[src/hdl/core_pkg.sv]
package core_pkg;

	typedef enum logic [3:0] {
		ALU_ADD,
		ALU_SUB,
		ALU_AND,
		ALU_OR,
		ALU_XOR,
		ALU_SLT,
		ALU_SLTU,
		ALU_PASS_B
	} alu_op_e;

	typedef enum logic [1:0] {
		MEM_NONE,
		MEM_LOAD,
		MEM_STORE
	} mem_op_e;

	// writeback source
	typedef enum logic [1:0] {
		WB_ALU,
		WB_MEM,
		WB_LINK
	} wb_sel_e;

	typedef enum logic [1:0] {
		IDLE,
		SETUP,
		ACCESS
	} apb_state_e;

endpackage

[src/hdl/rv_isa_pkg.sv]
package rv_isa_pkg;

	// instruction level widths
	typedef logic [31:0] word_t;
	typedef logic [31:0] inst_t;
	typedef logic [4:0]  reg_idx_t;
	typedef logic [6:0]  opcode_t;
	typedef logic [2:0]  funct3_t;
	typedef logic [6:0]  funct7_t;

	// major opcodes, inst[6:0]
	localparam opcode_t OP_LUI    = 7'b0110111;
	localparam opcode_t OP_AUIPC  = 7'b0010111;
	localparam opcode_t OP_JAL    = 7'b1101111;
	localparam opcode_t OP_JALR   = 7'b1100111;
	localparam opcode_t OP_BRANCH = 7'b1100011;
	localparam opcode_t OP_LOAD   = 7'b0000011;
	localparam opcode_t OP_STORE  = 7'b0100011;
	localparam opcode_t OP_IMM    = 7'b0010011;
	localparam opcode_t OP_REG    = 7'b0110011;

	// branch compares
	localparam funct3_t F3_BEQ  = 3'b000;
	localparam funct3_t F3_BNE  = 3'b001;
	localparam funct3_t F3_BLT  = 3'b100;
	localparam funct3_t F3_BGE  = 3'b101;
	localparam funct3_t F3_BLTU = 3'b110;
	localparam funct3_t F3_BGEU = 3'b111;

	// word access only
	localparam funct3_t F3_LW = 3'b010;
	localparam funct3_t F3_SW = 3'b010;

	// alu group, shared by OP_IMM and OP_REG
	localparam funct3_t F3_ADD  = 3'b000;
	localparam funct3_t F3_AND  = 3'b111;
	localparam funct3_t F3_OR   = 3'b110;
	localparam funct3_t F3_XOR  = 3'b100;
	localparam funct3_t F3_SLT  = 3'b010;
	localparam funct3_t F3_SLTU = 3'b011;

	localparam funct3_t F3_JALR = 3'b000;

	localparam funct7_t F7_BASE = 7'b0000000;
	localparam funct7_t F7_SUB  = 7'b0100000;

	localparam inst_t INST_EBREAK = 32'h0010_0073;

	localparam word_t RESET_PC = 32'h0000_0000;

endpackage

[src/hdl/stage_if.sv]
// decode to execute
interface dec_ex_if;
	logic                  valid;
	rv_isa_pkg::word_t     pc;
	rv_isa_pkg::word_t     rs1_val;
	rv_isa_pkg::word_t     rs2_val;
	rv_isa_pkg::word_t     imm;
	core_pkg::alu_op_e     alu_op;
	logic                  use_imm;
	logic                  use_pc;
	core_pkg::mem_op_e     mem_op;
	core_pkg::wb_sel_e     wb_sel;
	rv_isa_pkg::reg_idx_t  rd;
	logic                  rd_wen;
	logic                  is_branch;
	logic                  is_jal;
	logic                  is_jalr;
	rv_isa_pkg::funct3_t   funct3;
	logic                  invalid;
	logic                  halt;

	modport dec (output valid, pc, rs1_val, rs2_val, imm, alu_op, use_imm, use_pc, mem_op,
		wb_sel, rd, rd_wen, is_branch, is_jal, is_jalr, funct3, invalid, halt);
	modport ex (input valid, pc, rs1_val, rs2_val, imm, alu_op, use_imm, use_pc, mem_op,
		wb_sel, rd, rd_wen, is_branch, is_jal, is_jalr, funct3, invalid, halt);
endinterface

// execute to memory
interface ex_mem_if;
	logic                  valid;
	rv_isa_pkg::word_t     alu_result;
	rv_isa_pkg::word_t     store_data;
	rv_isa_pkg::word_t     link;
	core_pkg::mem_op_e     mem_op;
	core_pkg::wb_sel_e     wb_sel;
	rv_isa_pkg::reg_idx_t  rd;
	logic                  rd_wen;
	logic                  halt;
	logic                  invalid;

	modport ex (output valid, alu_result, store_data, link, mem_op, wb_sel, rd, rd_wen,
		halt, invalid);
	modport mem (input valid, alu_result, store_data, link, mem_op, wb_sel, rd, rd_wen,
		halt, invalid);
endinterface
[src/hdl/decode_stage.sv]
module decode_stage (
	input  logic                  clk,
	input  logic                  rst,
	input  logic                  valid_i,
	input  rv_isa_pkg::inst_t     inst_i,
	input  rv_isa_pkg::word_t     pc_i,
	output rv_isa_pkg::reg_idx_t  rs1_addr_o,
	output rv_isa_pkg::reg_idx_t  rs2_addr_o,
	input  rv_isa_pkg::word_t     rs1_val_i,
	input  rv_isa_pkg::word_t     rs2_val_i,
	dec_ex_if.dec                 dec
);

	rv_isa_pkg::opcode_t opcode;
	rv_isa_pkg::funct3_t funct3;
	rv_isa_pkg::funct7_t funct7;
	rv_isa_pkg::word_t   imm_i, imm_s, imm_b, imm_u, imm_j;
	rv_isa_pkg::word_t   imm;
	core_pkg::alu_op_e   alu_op;
	core_pkg::mem_op_e   mem_op;
	core_pkg::wb_sel_e   wb_sel;
	logic                use_imm, use_pc, rd_wen;
	logic                is_branch, is_jal, is_jalr;
	logic                invalid, halt;

	assign opcode     = inst_i[6:0];
	assign funct3     = inst_i[14:12];
	assign funct7     = inst_i[31:25];
	assign rs1_addr_o = inst_i[19:15];
	assign rs2_addr_o = inst_i[24:20];

	assign imm_i = {{20{inst_i[31]}}, inst_i[31:20]};
	assign imm_s = {{20{inst_i[31]}}, inst_i[31:25], inst_i[11:7]};
	assign imm_b = {{19{inst_i[31]}}, inst_i[31], inst_i[7], inst_i[30:25], inst_i[11:8], 1'b0};
	assign imm_u = {inst_i[31:12], 12'b0};
	assign imm_j = {{11{inst_i[31]}}, inst_i[31], inst_i[19:12], inst_i[20], inst_i[30:21],
		1'b0};

	always_comb begin
		imm       = imm_i;
		alu_op    = core_pkg::ALU_ADD;
		mem_op    = core_pkg::MEM_NONE;
		wb_sel    = core_pkg::WB_ALU;
		use_imm   = 1'b1;
		use_pc    = 1'b0;
		rd_wen    = 1'b0;
		is_branch = 1'b0;
		is_jal    = 1'b0;
		is_jalr   = 1'b0;
		invalid   = 1'b0;
		halt      = 1'b0;
		case (opcode)
			rv_isa_pkg::OP_LUI: begin
				imm    = imm_u;
				alu_op = core_pkg::ALU_PASS_B;
				rd_wen = 1'b1;
			end
			rv_isa_pkg::OP_AUIPC: begin
				imm    = imm_u;
				use_pc = 1'b1;
				rd_wen = 1'b1;
			end
			rv_isa_pkg::OP_JAL: begin
				imm    = imm_j;
				is_jal = 1'b1;
				wb_sel = core_pkg::WB_LINK;
				rd_wen = 1'b1;
			end
			rv_isa_pkg::OP_JALR: begin
				is_jalr = 1'b1;
				wb_sel  = core_pkg::WB_LINK;
				rd_wen  = 1'b1;
				invalid = funct3 != rv_isa_pkg::F3_JALR;
			end
			rv_isa_pkg::OP_BRANCH: begin
				imm       = imm_b;
				is_branch = 1'b1;
				// 010 and 011 are not branches
				invalid   = funct3[2:1] == 2'b01;
			end
			rv_isa_pkg::OP_LOAD: begin
				mem_op  = core_pkg::MEM_LOAD;
				wb_sel  = core_pkg::WB_MEM;
				rd_wen  = 1'b1;
				invalid = funct3 != rv_isa_pkg::F3_LW;
			end
			rv_isa_pkg::OP_STORE: begin
				imm     = imm_s;
				mem_op  = core_pkg::MEM_STORE;
				invalid = funct3 != rv_isa_pkg::F3_SW;
			end
			rv_isa_pkg::OP_IMM: begin
				rd_wen  = 1'b1;
				invalid = funct3 != rv_isa_pkg::F3_ADD;
			end
			rv_isa_pkg::OP_REG: begin
				use_imm = 1'b0;
				rd_wen  = 1'b1;
				if (funct7 == rv_isa_pkg::F7_BASE) begin
					case (funct3)
						rv_isa_pkg::F3_ADD:  alu_op = core_pkg::ALU_ADD;
						rv_isa_pkg::F3_AND:  alu_op = core_pkg::ALU_AND;
						rv_isa_pkg::F3_OR:   alu_op = core_pkg::ALU_OR;
						rv_isa_pkg::F3_XOR:  alu_op = core_pkg::ALU_XOR;
						rv_isa_pkg::F3_SLT:  alu_op = core_pkg::ALU_SLT;
						rv_isa_pkg::F3_SLTU: alu_op = core_pkg::ALU_SLTU;
						default:             invalid = 1'b1;
					endcase
				end else if (funct7 == rv_isa_pkg::F7_SUB && funct3 == rv_isa_pkg::F3_ADD) begin
					alu_op = core_pkg::ALU_SUB;
				end else begin
					invalid = 1'b1;
				end
			end
			default: begin
				// ebreak runs as a nop that stops the core
				if (inst_i == rv_isa_pkg::INST_EBREAK) begin
					halt = 1'b1;
				end else begin
					invalid = 1'b1;
				end
			end
		endcase
		// nothing may change state for a bad encoding
		if (invalid) begin
			rd_wen    = 1'b0;
			mem_op    = core_pkg::MEM_NONE;
			is_branch = 1'b0;
			is_jal    = 1'b0;
			is_jalr   = 1'b0;
		end
	end

	always_ff @(posedge clk) begin
		if (!rst) begin
			dec.valid <= 1'b0;
		end else begin
			dec.valid <= valid_i;
		end
	end

	always_ff @(posedge clk) begin
		if (valid_i) begin
			dec.pc        <= pc_i;
			dec.rs1_val   <= rs1_val_i;
			dec.rs2_val   <= rs2_val_i;
			dec.imm       <= imm;
			dec.alu_op    <= alu_op;
			dec.use_imm   <= use_imm;
			dec.use_pc    <= use_pc;
			dec.mem_op    <= mem_op;
			dec.wb_sel    <= wb_sel;
			dec.rd        <= inst_i[11:7];
			dec.rd_wen    <= rd_wen;
			dec.is_branch <= is_branch;
			dec.is_jal    <= is_jal;
			dec.is_jalr   <= is_jalr;
			dec.funct3    <= funct3;
			dec.invalid   <= invalid;
			dec.halt      <= halt;
		end
	end

endmodule

[src/hdl/execute_stage.sv]
module execute_stage (
	input  logic               clk,
	input  logic               rst,
	dec_ex_if.ex               dec,
	ex_mem_if.ex               exm,
	output logic               redirect_valid_o,
	output rv_isa_pkg::word_t  redirect_pc_o
);

	rv_isa_pkg::word_t alu_a, alu_b, alu_y;
	rv_isa_pkg::word_t target;
	logic              taken;
	logic              jump;

	assign alu_a = dec.use_pc ? dec.pc : dec.rs1_val;
	assign alu_b = dec.use_imm ? dec.imm : dec.rs2_val;

	always_comb begin
		case (dec.alu_op)
			core_pkg::ALU_ADD:  alu_y = alu_a + alu_b;
			core_pkg::ALU_SUB:  alu_y = alu_a - alu_b;
			core_pkg::ALU_AND:  alu_y = alu_a & alu_b;
			core_pkg::ALU_OR:   alu_y = alu_a | alu_b;
			core_pkg::ALU_XOR:  alu_y = alu_a ^ alu_b;
			core_pkg::ALU_SLT:  alu_y = {31'b0, $signed(alu_a) < $signed(alu_b)};
			core_pkg::ALU_SLTU: alu_y = {31'b0, alu_a < alu_b};
			default:            alu_y = alu_b;
		endcase
	end

	// branch compare on the register values
	always_comb begin
		case (dec.funct3)
			rv_isa_pkg::F3_BEQ:  taken = dec.rs1_val == dec.rs2_val;
			rv_isa_pkg::F3_BNE:  taken = dec.rs1_val != dec.rs2_val;
			rv_isa_pkg::F3_BLT:  taken = $signed(dec.rs1_val) < $signed(dec.rs2_val);
			rv_isa_pkg::F3_BGE:  taken = $signed(dec.rs1_val) >= $signed(dec.rs2_val);
			rv_isa_pkg::F3_BLTU: taken = dec.rs1_val < dec.rs2_val;
			rv_isa_pkg::F3_BGEU: taken = dec.rs1_val >= dec.rs2_val;
			default:             taken = 1'b0;
		endcase
	end

	assign jump   = dec.is_jal || dec.is_jalr || (dec.is_branch && taken);
	assign target = dec.is_jalr ? ((dec.rs1_val + dec.imm) & ~32'd1) : dec.pc + dec.imm;

	always_ff @(posedge clk) begin
		if (!rst) begin
			exm.valid        <= 1'b0;
			redirect_valid_o <= 1'b0;
		end else begin
			exm.valid        <= dec.valid;
			redirect_valid_o <= dec.valid && jump;
		end
	end

	always_ff @(posedge clk) begin
		if (dec.valid) begin
			exm.alu_result <= alu_y;
			exm.store_data <= dec.rs2_val;
			exm.link       <= dec.pc + 32'd4;
			exm.mem_op     <= dec.mem_op;
			exm.wb_sel     <= dec.wb_sel;
			exm.rd         <= dec.rd;
			exm.rd_wen     <= dec.rd_wen;
			exm.halt       <= dec.halt || dec.invalid;
			exm.invalid    <= dec.invalid;
			redirect_pc_o  <= target;
		end
	end

endmodule

[src/hdl/fetch_stage.sv]
module fetch_stage (
	input  logic               clk,
	input  logic               rst,
	input  logic               retire_i,
	input  logic               halt_i,
	input  logic               redirect_valid_i,
	input  rv_isa_pkg::word_t  redirect_pc_i,
	input  rv_isa_pkg::inst_t  imem_data_i,
	output rv_isa_pkg::word_t  imem_addr_o,
	output rv_isa_pkg::word_t  pc_o,
	output rv_isa_pkg::inst_t  inst_o,
	output logic               valid_o
);

	rv_isa_pkg::word_t pc_q;
	rv_isa_pkg::word_t redir_pc;
	logic              redir_pending;
	logic              in_flight;
	logic              fetch_now;

	// one instruction at a time, none once halted
	assign fetch_now = !in_flight && !halt_i;

	assign imem_addr_o = pc_q;
	assign pc_o        = pc_q;

	always_ff @(posedge clk) begin
		if (!rst) begin
			pc_q          <= rv_isa_pkg::RESET_PC;
			in_flight     <= 1'b0;
			redir_pending <= 1'b0;
			valid_o       <= 1'b0;
		end else begin
			valid_o <= fetch_now;
			if (fetch_now) begin
				in_flight <= 1'b1;
			end else if (retire_i) begin
				in_flight <= 1'b0;
			end
			if (redirect_valid_i) begin
				redir_pending <= 1'b1;
			end else if (retire_i) begin
				redir_pending <= 1'b0;
			end
			// pc stays on the halting instruction
			if (retire_i && !halt_i) begin
				pc_q <= redir_pending ? redir_pc : pc_q + 32'd4;
			end
		end
	end

	always_ff @(posedge clk) begin
		if (fetch_now) begin
			inst_o <= imem_data_i;
		end
		if (redirect_valid_i) begin
			redir_pc <= redirect_pc_i;
		end
	end

endmodule

[src/hdl/mem_stage.sv]
module mem_stage (
	input  logic                  clk,
	input  logic                  rst,
	ex_mem_if.mem                 exm,
	output rv_isa_pkg::word_t     paddr_o,
	output logic                  psel_o,
	output logic                  penable_o,
	output logic                  pwrite_o,
	output rv_isa_pkg::word_t     pwdata_o,
	input  rv_isa_pkg::word_t     prdata_i,
	input  logic                  pready_i,
	output logic                  wen_o,
	output rv_isa_pkg::reg_idx_t  waddr_o,
	output rv_isa_pkg::word_t     wdata_o,
	output logic                  retire_o,
	output logic                  halt_o,
	output logic                  invalid_o
);

	core_pkg::apb_state_e state;
	rv_isa_pkg::word_t    wb_data;
	logic                 start_xfer;
	logic                 retire_now;

	assign start_xfer = state == core_pkg::IDLE && exm.valid && exm.mem_op != core_pkg::MEM_NONE;
	// non-memory ops finish at once, transfers on the pready edge
	assign retire_now = (state == core_pkg::IDLE && exm.valid && exm.mem_op == core_pkg::MEM_NONE)
		|| (state == core_pkg::ACCESS && pready_i);

	assign psel_o    = state != core_pkg::IDLE;
	assign penable_o = state == core_pkg::ACCESS;

	always_comb begin
		case (exm.wb_sel)
			core_pkg::WB_MEM:  wb_data = prdata_i;
			core_pkg::WB_LINK: wb_data = exm.link;
			default:           wb_data = exm.alu_result;
		endcase
	end

	always_ff @(posedge clk) begin
		if (!rst) begin
			state     <= core_pkg::IDLE;
			retire_o  <= 1'b0;
			wen_o     <= 1'b0;
			halt_o    <= 1'b0;
			invalid_o <= 1'b0;
		end else begin
			retire_o <= retire_now;
			wen_o    <= retire_now && exm.rd_wen;
			if (retire_now) begin
				halt_o    <= halt_o || exm.halt;
				invalid_o <= invalid_o || exm.invalid;
			end
			case (state)
				core_pkg::IDLE:   if (start_xfer) state <= core_pkg::SETUP;
				core_pkg::SETUP:  state <= core_pkg::ACCESS;
				core_pkg::ACCESS: if (pready_i) state <= core_pkg::IDLE;
				default:          state <= core_pkg::IDLE;
			endcase
		end
	end

	// bus payload held for the whole transfer
	always_ff @(posedge clk) begin
		if (start_xfer) begin
			paddr_o  <= exm.alu_result;
			pwrite_o <= exm.mem_op == core_pkg::MEM_STORE;
			pwdata_o <= exm.store_data;
		end
		if (retire_now) begin
			waddr_o <= exm.rd;
			wdata_o <= wb_data;
		end
	end

endmodule

[src/hdl/reg_file.sv]
module reg_file (
	input  logic                  clk,
	input  logic                  rst,
	input  rv_isa_pkg::reg_idx_t  rs1_addr_i,
	input  rv_isa_pkg::reg_idx_t  rs2_addr_i,
	output rv_isa_pkg::word_t     rs1_val_o,
	output rv_isa_pkg::word_t     rs2_val_o,
	input  logic                  wen_i,
	input  rv_isa_pkg::reg_idx_t  waddr_i,
	input  rv_isa_pkg::word_t     wdata_i
);

	// x1..x31, x0 has no storage
	rv_isa_pkg::word_t regs [31:1];

	assign rs1_val_o = (rs1_addr_i == 5'd0) ? '0 : regs[rs1_addr_i];
	assign rs2_val_o = (rs2_addr_i == 5'd0) ? '0 : regs[rs2_addr_i];

	always_ff @(posedge clk) begin
		if (!rst) begin
			for (int i = 1; i < 32; i++) begin
				regs[i] <= '0;
			end
		end else if (wen_i && waddr_i != 5'd0) begin
			regs[waddr_i] <= wdata_i;
		end
	end

endmodule

[src/hdl/rv_core.sv]
module rv_core (
	input  logic               clk,
	input  logic               rst,
	output rv_isa_pkg::word_t  imem_addr_o,
	input  rv_isa_pkg::inst_t  imem_data_i,
	output rv_isa_pkg::word_t  paddr_o,
	output logic               psel_o,
	output logic               penable_o,
	output logic               pwrite_o,
	output rv_isa_pkg::word_t  pwdata_o,
	input  rv_isa_pkg::word_t  prdata_i,
	input  logic               pready_i,
	output rv_isa_pkg::word_t  pc_o,
	output logic               retire_o,
	output logic               halt_o,
	output logic               invalid_o
);

	rv_isa_pkg::inst_t    if_inst;
	logic                 if_valid;
	rv_isa_pkg::reg_idx_t rs1_addr, rs2_addr;
	rv_isa_pkg::word_t    rs1_val, rs2_val;
	logic                 redirect_valid;
	rv_isa_pkg::word_t    redirect_pc;
	logic                 rf_wen;
	rv_isa_pkg::reg_idx_t rf_waddr;
	rv_isa_pkg::word_t    rf_wdata;

	dec_ex_if dec_ex ();
	ex_mem_if ex_mem ();

	fetch_stage u_fetch (
		.clk              (clk),
		.rst              (rst),
		.retire_i         (retire_o),
		.halt_i           (halt_o),
		.redirect_valid_i (redirect_valid),
		.redirect_pc_i    (redirect_pc),
		.imem_data_i      (imem_data_i),
		.imem_addr_o      (imem_addr_o),
		.pc_o             (pc_o),
		.inst_o           (if_inst),
		.valid_o          (if_valid)
	);

	decode_stage u_decode (
		.clk        (clk),
		.rst        (rst),
		.valid_i    (if_valid),
		.inst_i     (if_inst),
		.pc_i       (pc_o),
		.rs1_addr_o (rs1_addr),
		.rs2_addr_o (rs2_addr),
		.rs1_val_i  (rs1_val),
		.rs2_val_i  (rs2_val),
		.dec        (dec_ex.dec)
	);

	reg_file u_regs (
		.clk        (clk),
		.rst        (rst),
		.rs1_addr_i (rs1_addr),
		.rs2_addr_i (rs2_addr),
		.rs1_val_o  (rs1_val),
		.rs2_val_o  (rs2_val),
		.wen_i      (rf_wen),
		.waddr_i    (rf_waddr),
		.wdata_i    (rf_wdata)
	);

	execute_stage u_execute (
		.clk              (clk),
		.rst              (rst),
		.dec              (dec_ex.ex),
		.exm              (ex_mem.ex),
		.redirect_valid_o (redirect_valid),
		.redirect_pc_o    (redirect_pc)
	);

	mem_stage u_mem (
		.clk       (clk),
		.rst       (rst),
		.exm       (ex_mem.mem),
		.paddr_o   (paddr_o),
		.psel_o    (psel_o),
		.penable_o (penable_o),
		.pwrite_o  (pwrite_o),
		.pwdata_o  (pwdata_o),
		.prdata_i  (prdata_i),
		.pready_i  (pready_i),
		.wen_o     (rf_wen),
		.waddr_o   (rf_waddr),
		.wdata_o   (rf_wdata),
		.retire_o  (retire_o),
		.halt_o    (halt_o),
		.invalid_o (invalid_o)
	);

endmodule

[config.mk]
export PLATFORM = sky130hd
export DESIGN_NAME = rv_core
export DESIGN_NICKNAME = d
export VERILOG_FILES = /design/src/hdl/core_pkg.sv /design/src/hdl/rv_isa_pkg.sv /design/src/hdl/stage_if.sv /design/src/hdl/decode_stage.sv /design/src/hdl/execute_stage.sv /design/src/hdl/fetch_stage.sv /design/src/hdl/mem_stage.sv /design/src/hdl/reg_file.sv /design/src/hdl/rv_core.sv
export SDC_FILE = /design/constraint.sdc
export NUM_CORES = 2
export LEC_CHECK = 0
export BUFFER_PORTS_ARGS = -buffer_cell sky130_fd_sc_hd__buf_2
export CORE_MARGIN = 10
export CORE_UTILIZATION = 57
export DETAILED_ROUTE_END_ITERATION = 7
export GPL_TIMING_DRIVEN = 0
export PLACE_DENSITY = 0.74
export SYNTH_ARGS = -nofsm -noshare
export SYNTH_HDL_FRONTEND = slang
export SYNTH_SLANG_ARGS = --single-unit
[constraint.sdc]
create_clock -name clk -period 4.4 [get_ports clk]
set_input_delay 0.66 -clock clk [delete_from_list [all_inputs] [get_ports clk]]
set_output_delay 0.66 -clock clk [all_outputs]
set_load 0.05 [all_outputs]
==> results.md <==
* Leakage at 34.4 nW
* Final wirelength at 303000 um
* Synth top area share at 54.3%
* Final #Nets at 6622
* Post-synth EDFFs at 1481
* FILL cells at 10.2k
* Max_cap viols at 1
* Clock buffer depth at 3
* Crit. End Element: register
* Biggest register: u_regs.regs
* GRT busiest layer: met2
* Worst r2r src: u_fetch.inst_o[21]$_DFFE_PP_
* Via-to-Cell Ratio at 6.91
* Overall power at 37.2 mW
* Detailed Place HPWL at 218000 um
* Grt met3 use at 12.2%
* Post-synth top area cell: edfxtp_1
* Die area at 159000 um2
* Number of H-tree levels at 4
* I/O pin count at 201
* PwrDens at 396 nW/um2
* Clock latency on the worst-skew pair at 0.84 ns
* Cells on worst reg2reg path at 7
* Synth cell types at 86
* Syn Inst Count at 5848
* Share of layout cells above drive strength 1 at 21.9%
* CTS tree: yes
* FMAX at 208 MHz
* GRT overflow at 0
* Vias in the first global route at 56.1k
* Worst Hold Launch: imem_data_i[20]
* Hold Fails Final Rpt at 0
* Root buf cell: clkbuf_16
* Starting DRC count in detailed routing at 9371
* Mapped Area at 81900 um2
* Final hold slack at 0.00436 ns
* Core Footprint at 143000 um2
* Period utilization at 109%
* Num CTS Buffers at 161
* CP arrival at 5.21 ns
* Syn avg cell area at 14.0 um2
* IO Port Bufs at 200
* Initial antenna violation count at 20
* Die Wd at 399 um
* FP Rows at 139
* Worst-Margin Slew at 1.67 ns
* Clock period minus worst slack at 4.81 ns
* CTS clk-pin slew, worst paths at 0.06 ns
* Num Clock Sinks at 1525
* Hold Crit Endpoint: u_fetch.inst_o[20]$_DFFE_PP_
* Die Y-Extent at 399 um
* RSZ-0062 raised after global routing: yes
* Ys Warns at 0
* Yosys reg bits at 1525
* Grt met1 use at 44.7%
* P&R area growth vs syn at 14.7%
* Max-slew headroom at -11.1%
* Synth top area cells: edfxtp_1, mux4_2, and2_1, ha_1, clkbuf_1
* DRC at 0
* Sequential share of the synthesized area at 55.3%
* Most frequent cells after synthesis: edfxtp_1, and2_1, mux4_2
* DRT Pass-1 Iters at 6
* Max reg flops at 1024
* Final Setup Violations at 28
* WHS Path Cells at 1
* Initial Utilization at 57.2%
* Largest vdd supply drop at 0.325 mV
* Slack of the critical path at -0.406 ns
* Pre-CTS WS at -1.82 ns
* Met2 Use GR at 56.1%
* GPL Wtd Cong at 1.06
* First-pass GRT wire length at 417000 um
* Global-route usage over all layers at 37.5%
* Critical path startpoint: u_fetch.inst_o[21]$_DFFE_PP_
* Clock Skew at 0.0414 ns
* Failing checks: capacitance limit, slew limit, setup timing
* Final ANT Viol Nets at 0
* Ys async rst share at 0%
* Largest net degree at the start of global routing at 69
* CP Launch Type: register
* CP Max Fanout at 10
* Reg2reg setup slack at -0.41 ns
* Slew Limit Fails at 11
* Worst EP required at 4.81 ns
* CP Class: reg -> reg
* Primary FF master, synth: edfxtp_1
* WL per Instance at 36.0 um
* Worst Hold Class: in -> reg
* Reg-to-reg critical path endpoint: u_decode.dec.rs2_val[6]$_SDFFCE_PN0P_
* Status: finished with violations
* Via count at 58.1k
* Cell with the most instances after synthesis: edfxtp_1
-- report_power, final --
part	internal (mW)	leakage, nW	total [mW]	switching (mW)
Sequential	16.6	15.2	17.2	0.607
Clock	7.82	2.52	13.7	5.92
Combinational	2.45	16.7	6.25	3.81
-- how the worst max path moves through the flow --
| stage | end | slack [ns] | cells past startpoint |
|---|---|---|---|
| final | u_decode.dec.rs2_val[6]$_SDFFCE_PN0P_ | -0.41 | 7 |
| after global routing | u_execute.exm.alu_result[31]$_DFFE_PP_ | -0.12 | 18 |
| after CTS | u_decode.dec.rs1_val[6]$_SDFFCE_PN0P_ | -0.05 | 7 |
| after detailed placement | u_execute.exm.alu_result[27]$_DFFE_PP_ | -1.82 | 16 |
| after global placement | u_regs.regs[8][15]$_SDFFCE_PN0P_ | -3.46 | 5 |
| after floorplan | u_execute.exm.alu_result[27]$_DFFE_PP_ | 0.14 | 16 |
-- critical path, stage by stage, from the launching register on --
cell and delay [ns]:
edfxtp_1 0.32, clkbuf_1 0.56, clkdlybuf4s15_1 0.87, clkbuf_1 0.83, mux4_2 0.42, mux4_2 0.28, inv_1 0.05, o21ai_0 1.04
-- metal layers --
layer  share of wire, %  wire length [um]  vias up
li1                   -                 -    23200
met1                 32             96900    28900
met2                 44            134000     4774
met3                 14             41100     1147
met4                9.9             30100       16
met5               0.16               498        -
-- per-stage QoR --
stage,setup TNS (ns),instance area [um2],std cells,util [%]
final,-3.20,94000,8407,65.6
after global routing,-0.646,94000,8398,65.6
after CTS,-0.124,93200,8361,65.0
after detailed placement,-28.89,87000,8029,60.7
after global placement,-3326.22,85400,7982,59.6
after floorplan,0,82100,5879,-
-- layout by cell type, fill, tap and decap left out, drive strengths merged, types with 16 or more instances in the layout --
cell type	count
xor2	46
nand2	263
mux4	637
ha	193
and3	18
mux2i	113
a21o	74
buf	416
nor2b	32
a211oi	19
dfxtp	44
nand4	29
conb	32
clkinv	58
o211ai	19
nand3	40
inv	183
edfxtp	1481
nor2	222
nor3	40
nand2b	28
and2	1030
o31ai	16
xnor2	57
o21a	18
a22oi	60
o21ai	258
a21oi	220
clkbuf	589
-- cell families after synthesis --
family / share of synthesized area (%)
buffers and inverters: 3.28
multiplexers: 19.0
other: 0.00458
AO/OA/AOI/OAI: 6.28
AND/OR/NAND/NOR: 12.0
XOR/XNOR: 1.10
adder cells (fa/ha/maj): 3.04
flip-flops: 55.3
-- layout make-up --
class	count	area, um2	area share (%)
sequential	1525	45400	48.2
antenna	15	37.5	0.0399
clock inverter	83	886	0.942
multi-input combinational	3673	35300	37.6
clock buffer	211	4320	4.60
buffer	495	2200	2.34
tap	1903	2380	2.53
inverter	178	668	0.711
timing repair buffer	324	2840	3.02
-- repair_timing --
item	4_1_cts	5_1_grt
endpoints found under the hold margin	14	0
resized for setup	142	135
pin swaps	19	46
hold buffers	14	0
endpoints found under the setup margin	47	61
setup buffers	27	33
gates cloned	1	1
(Power assumes the default switching activity.)
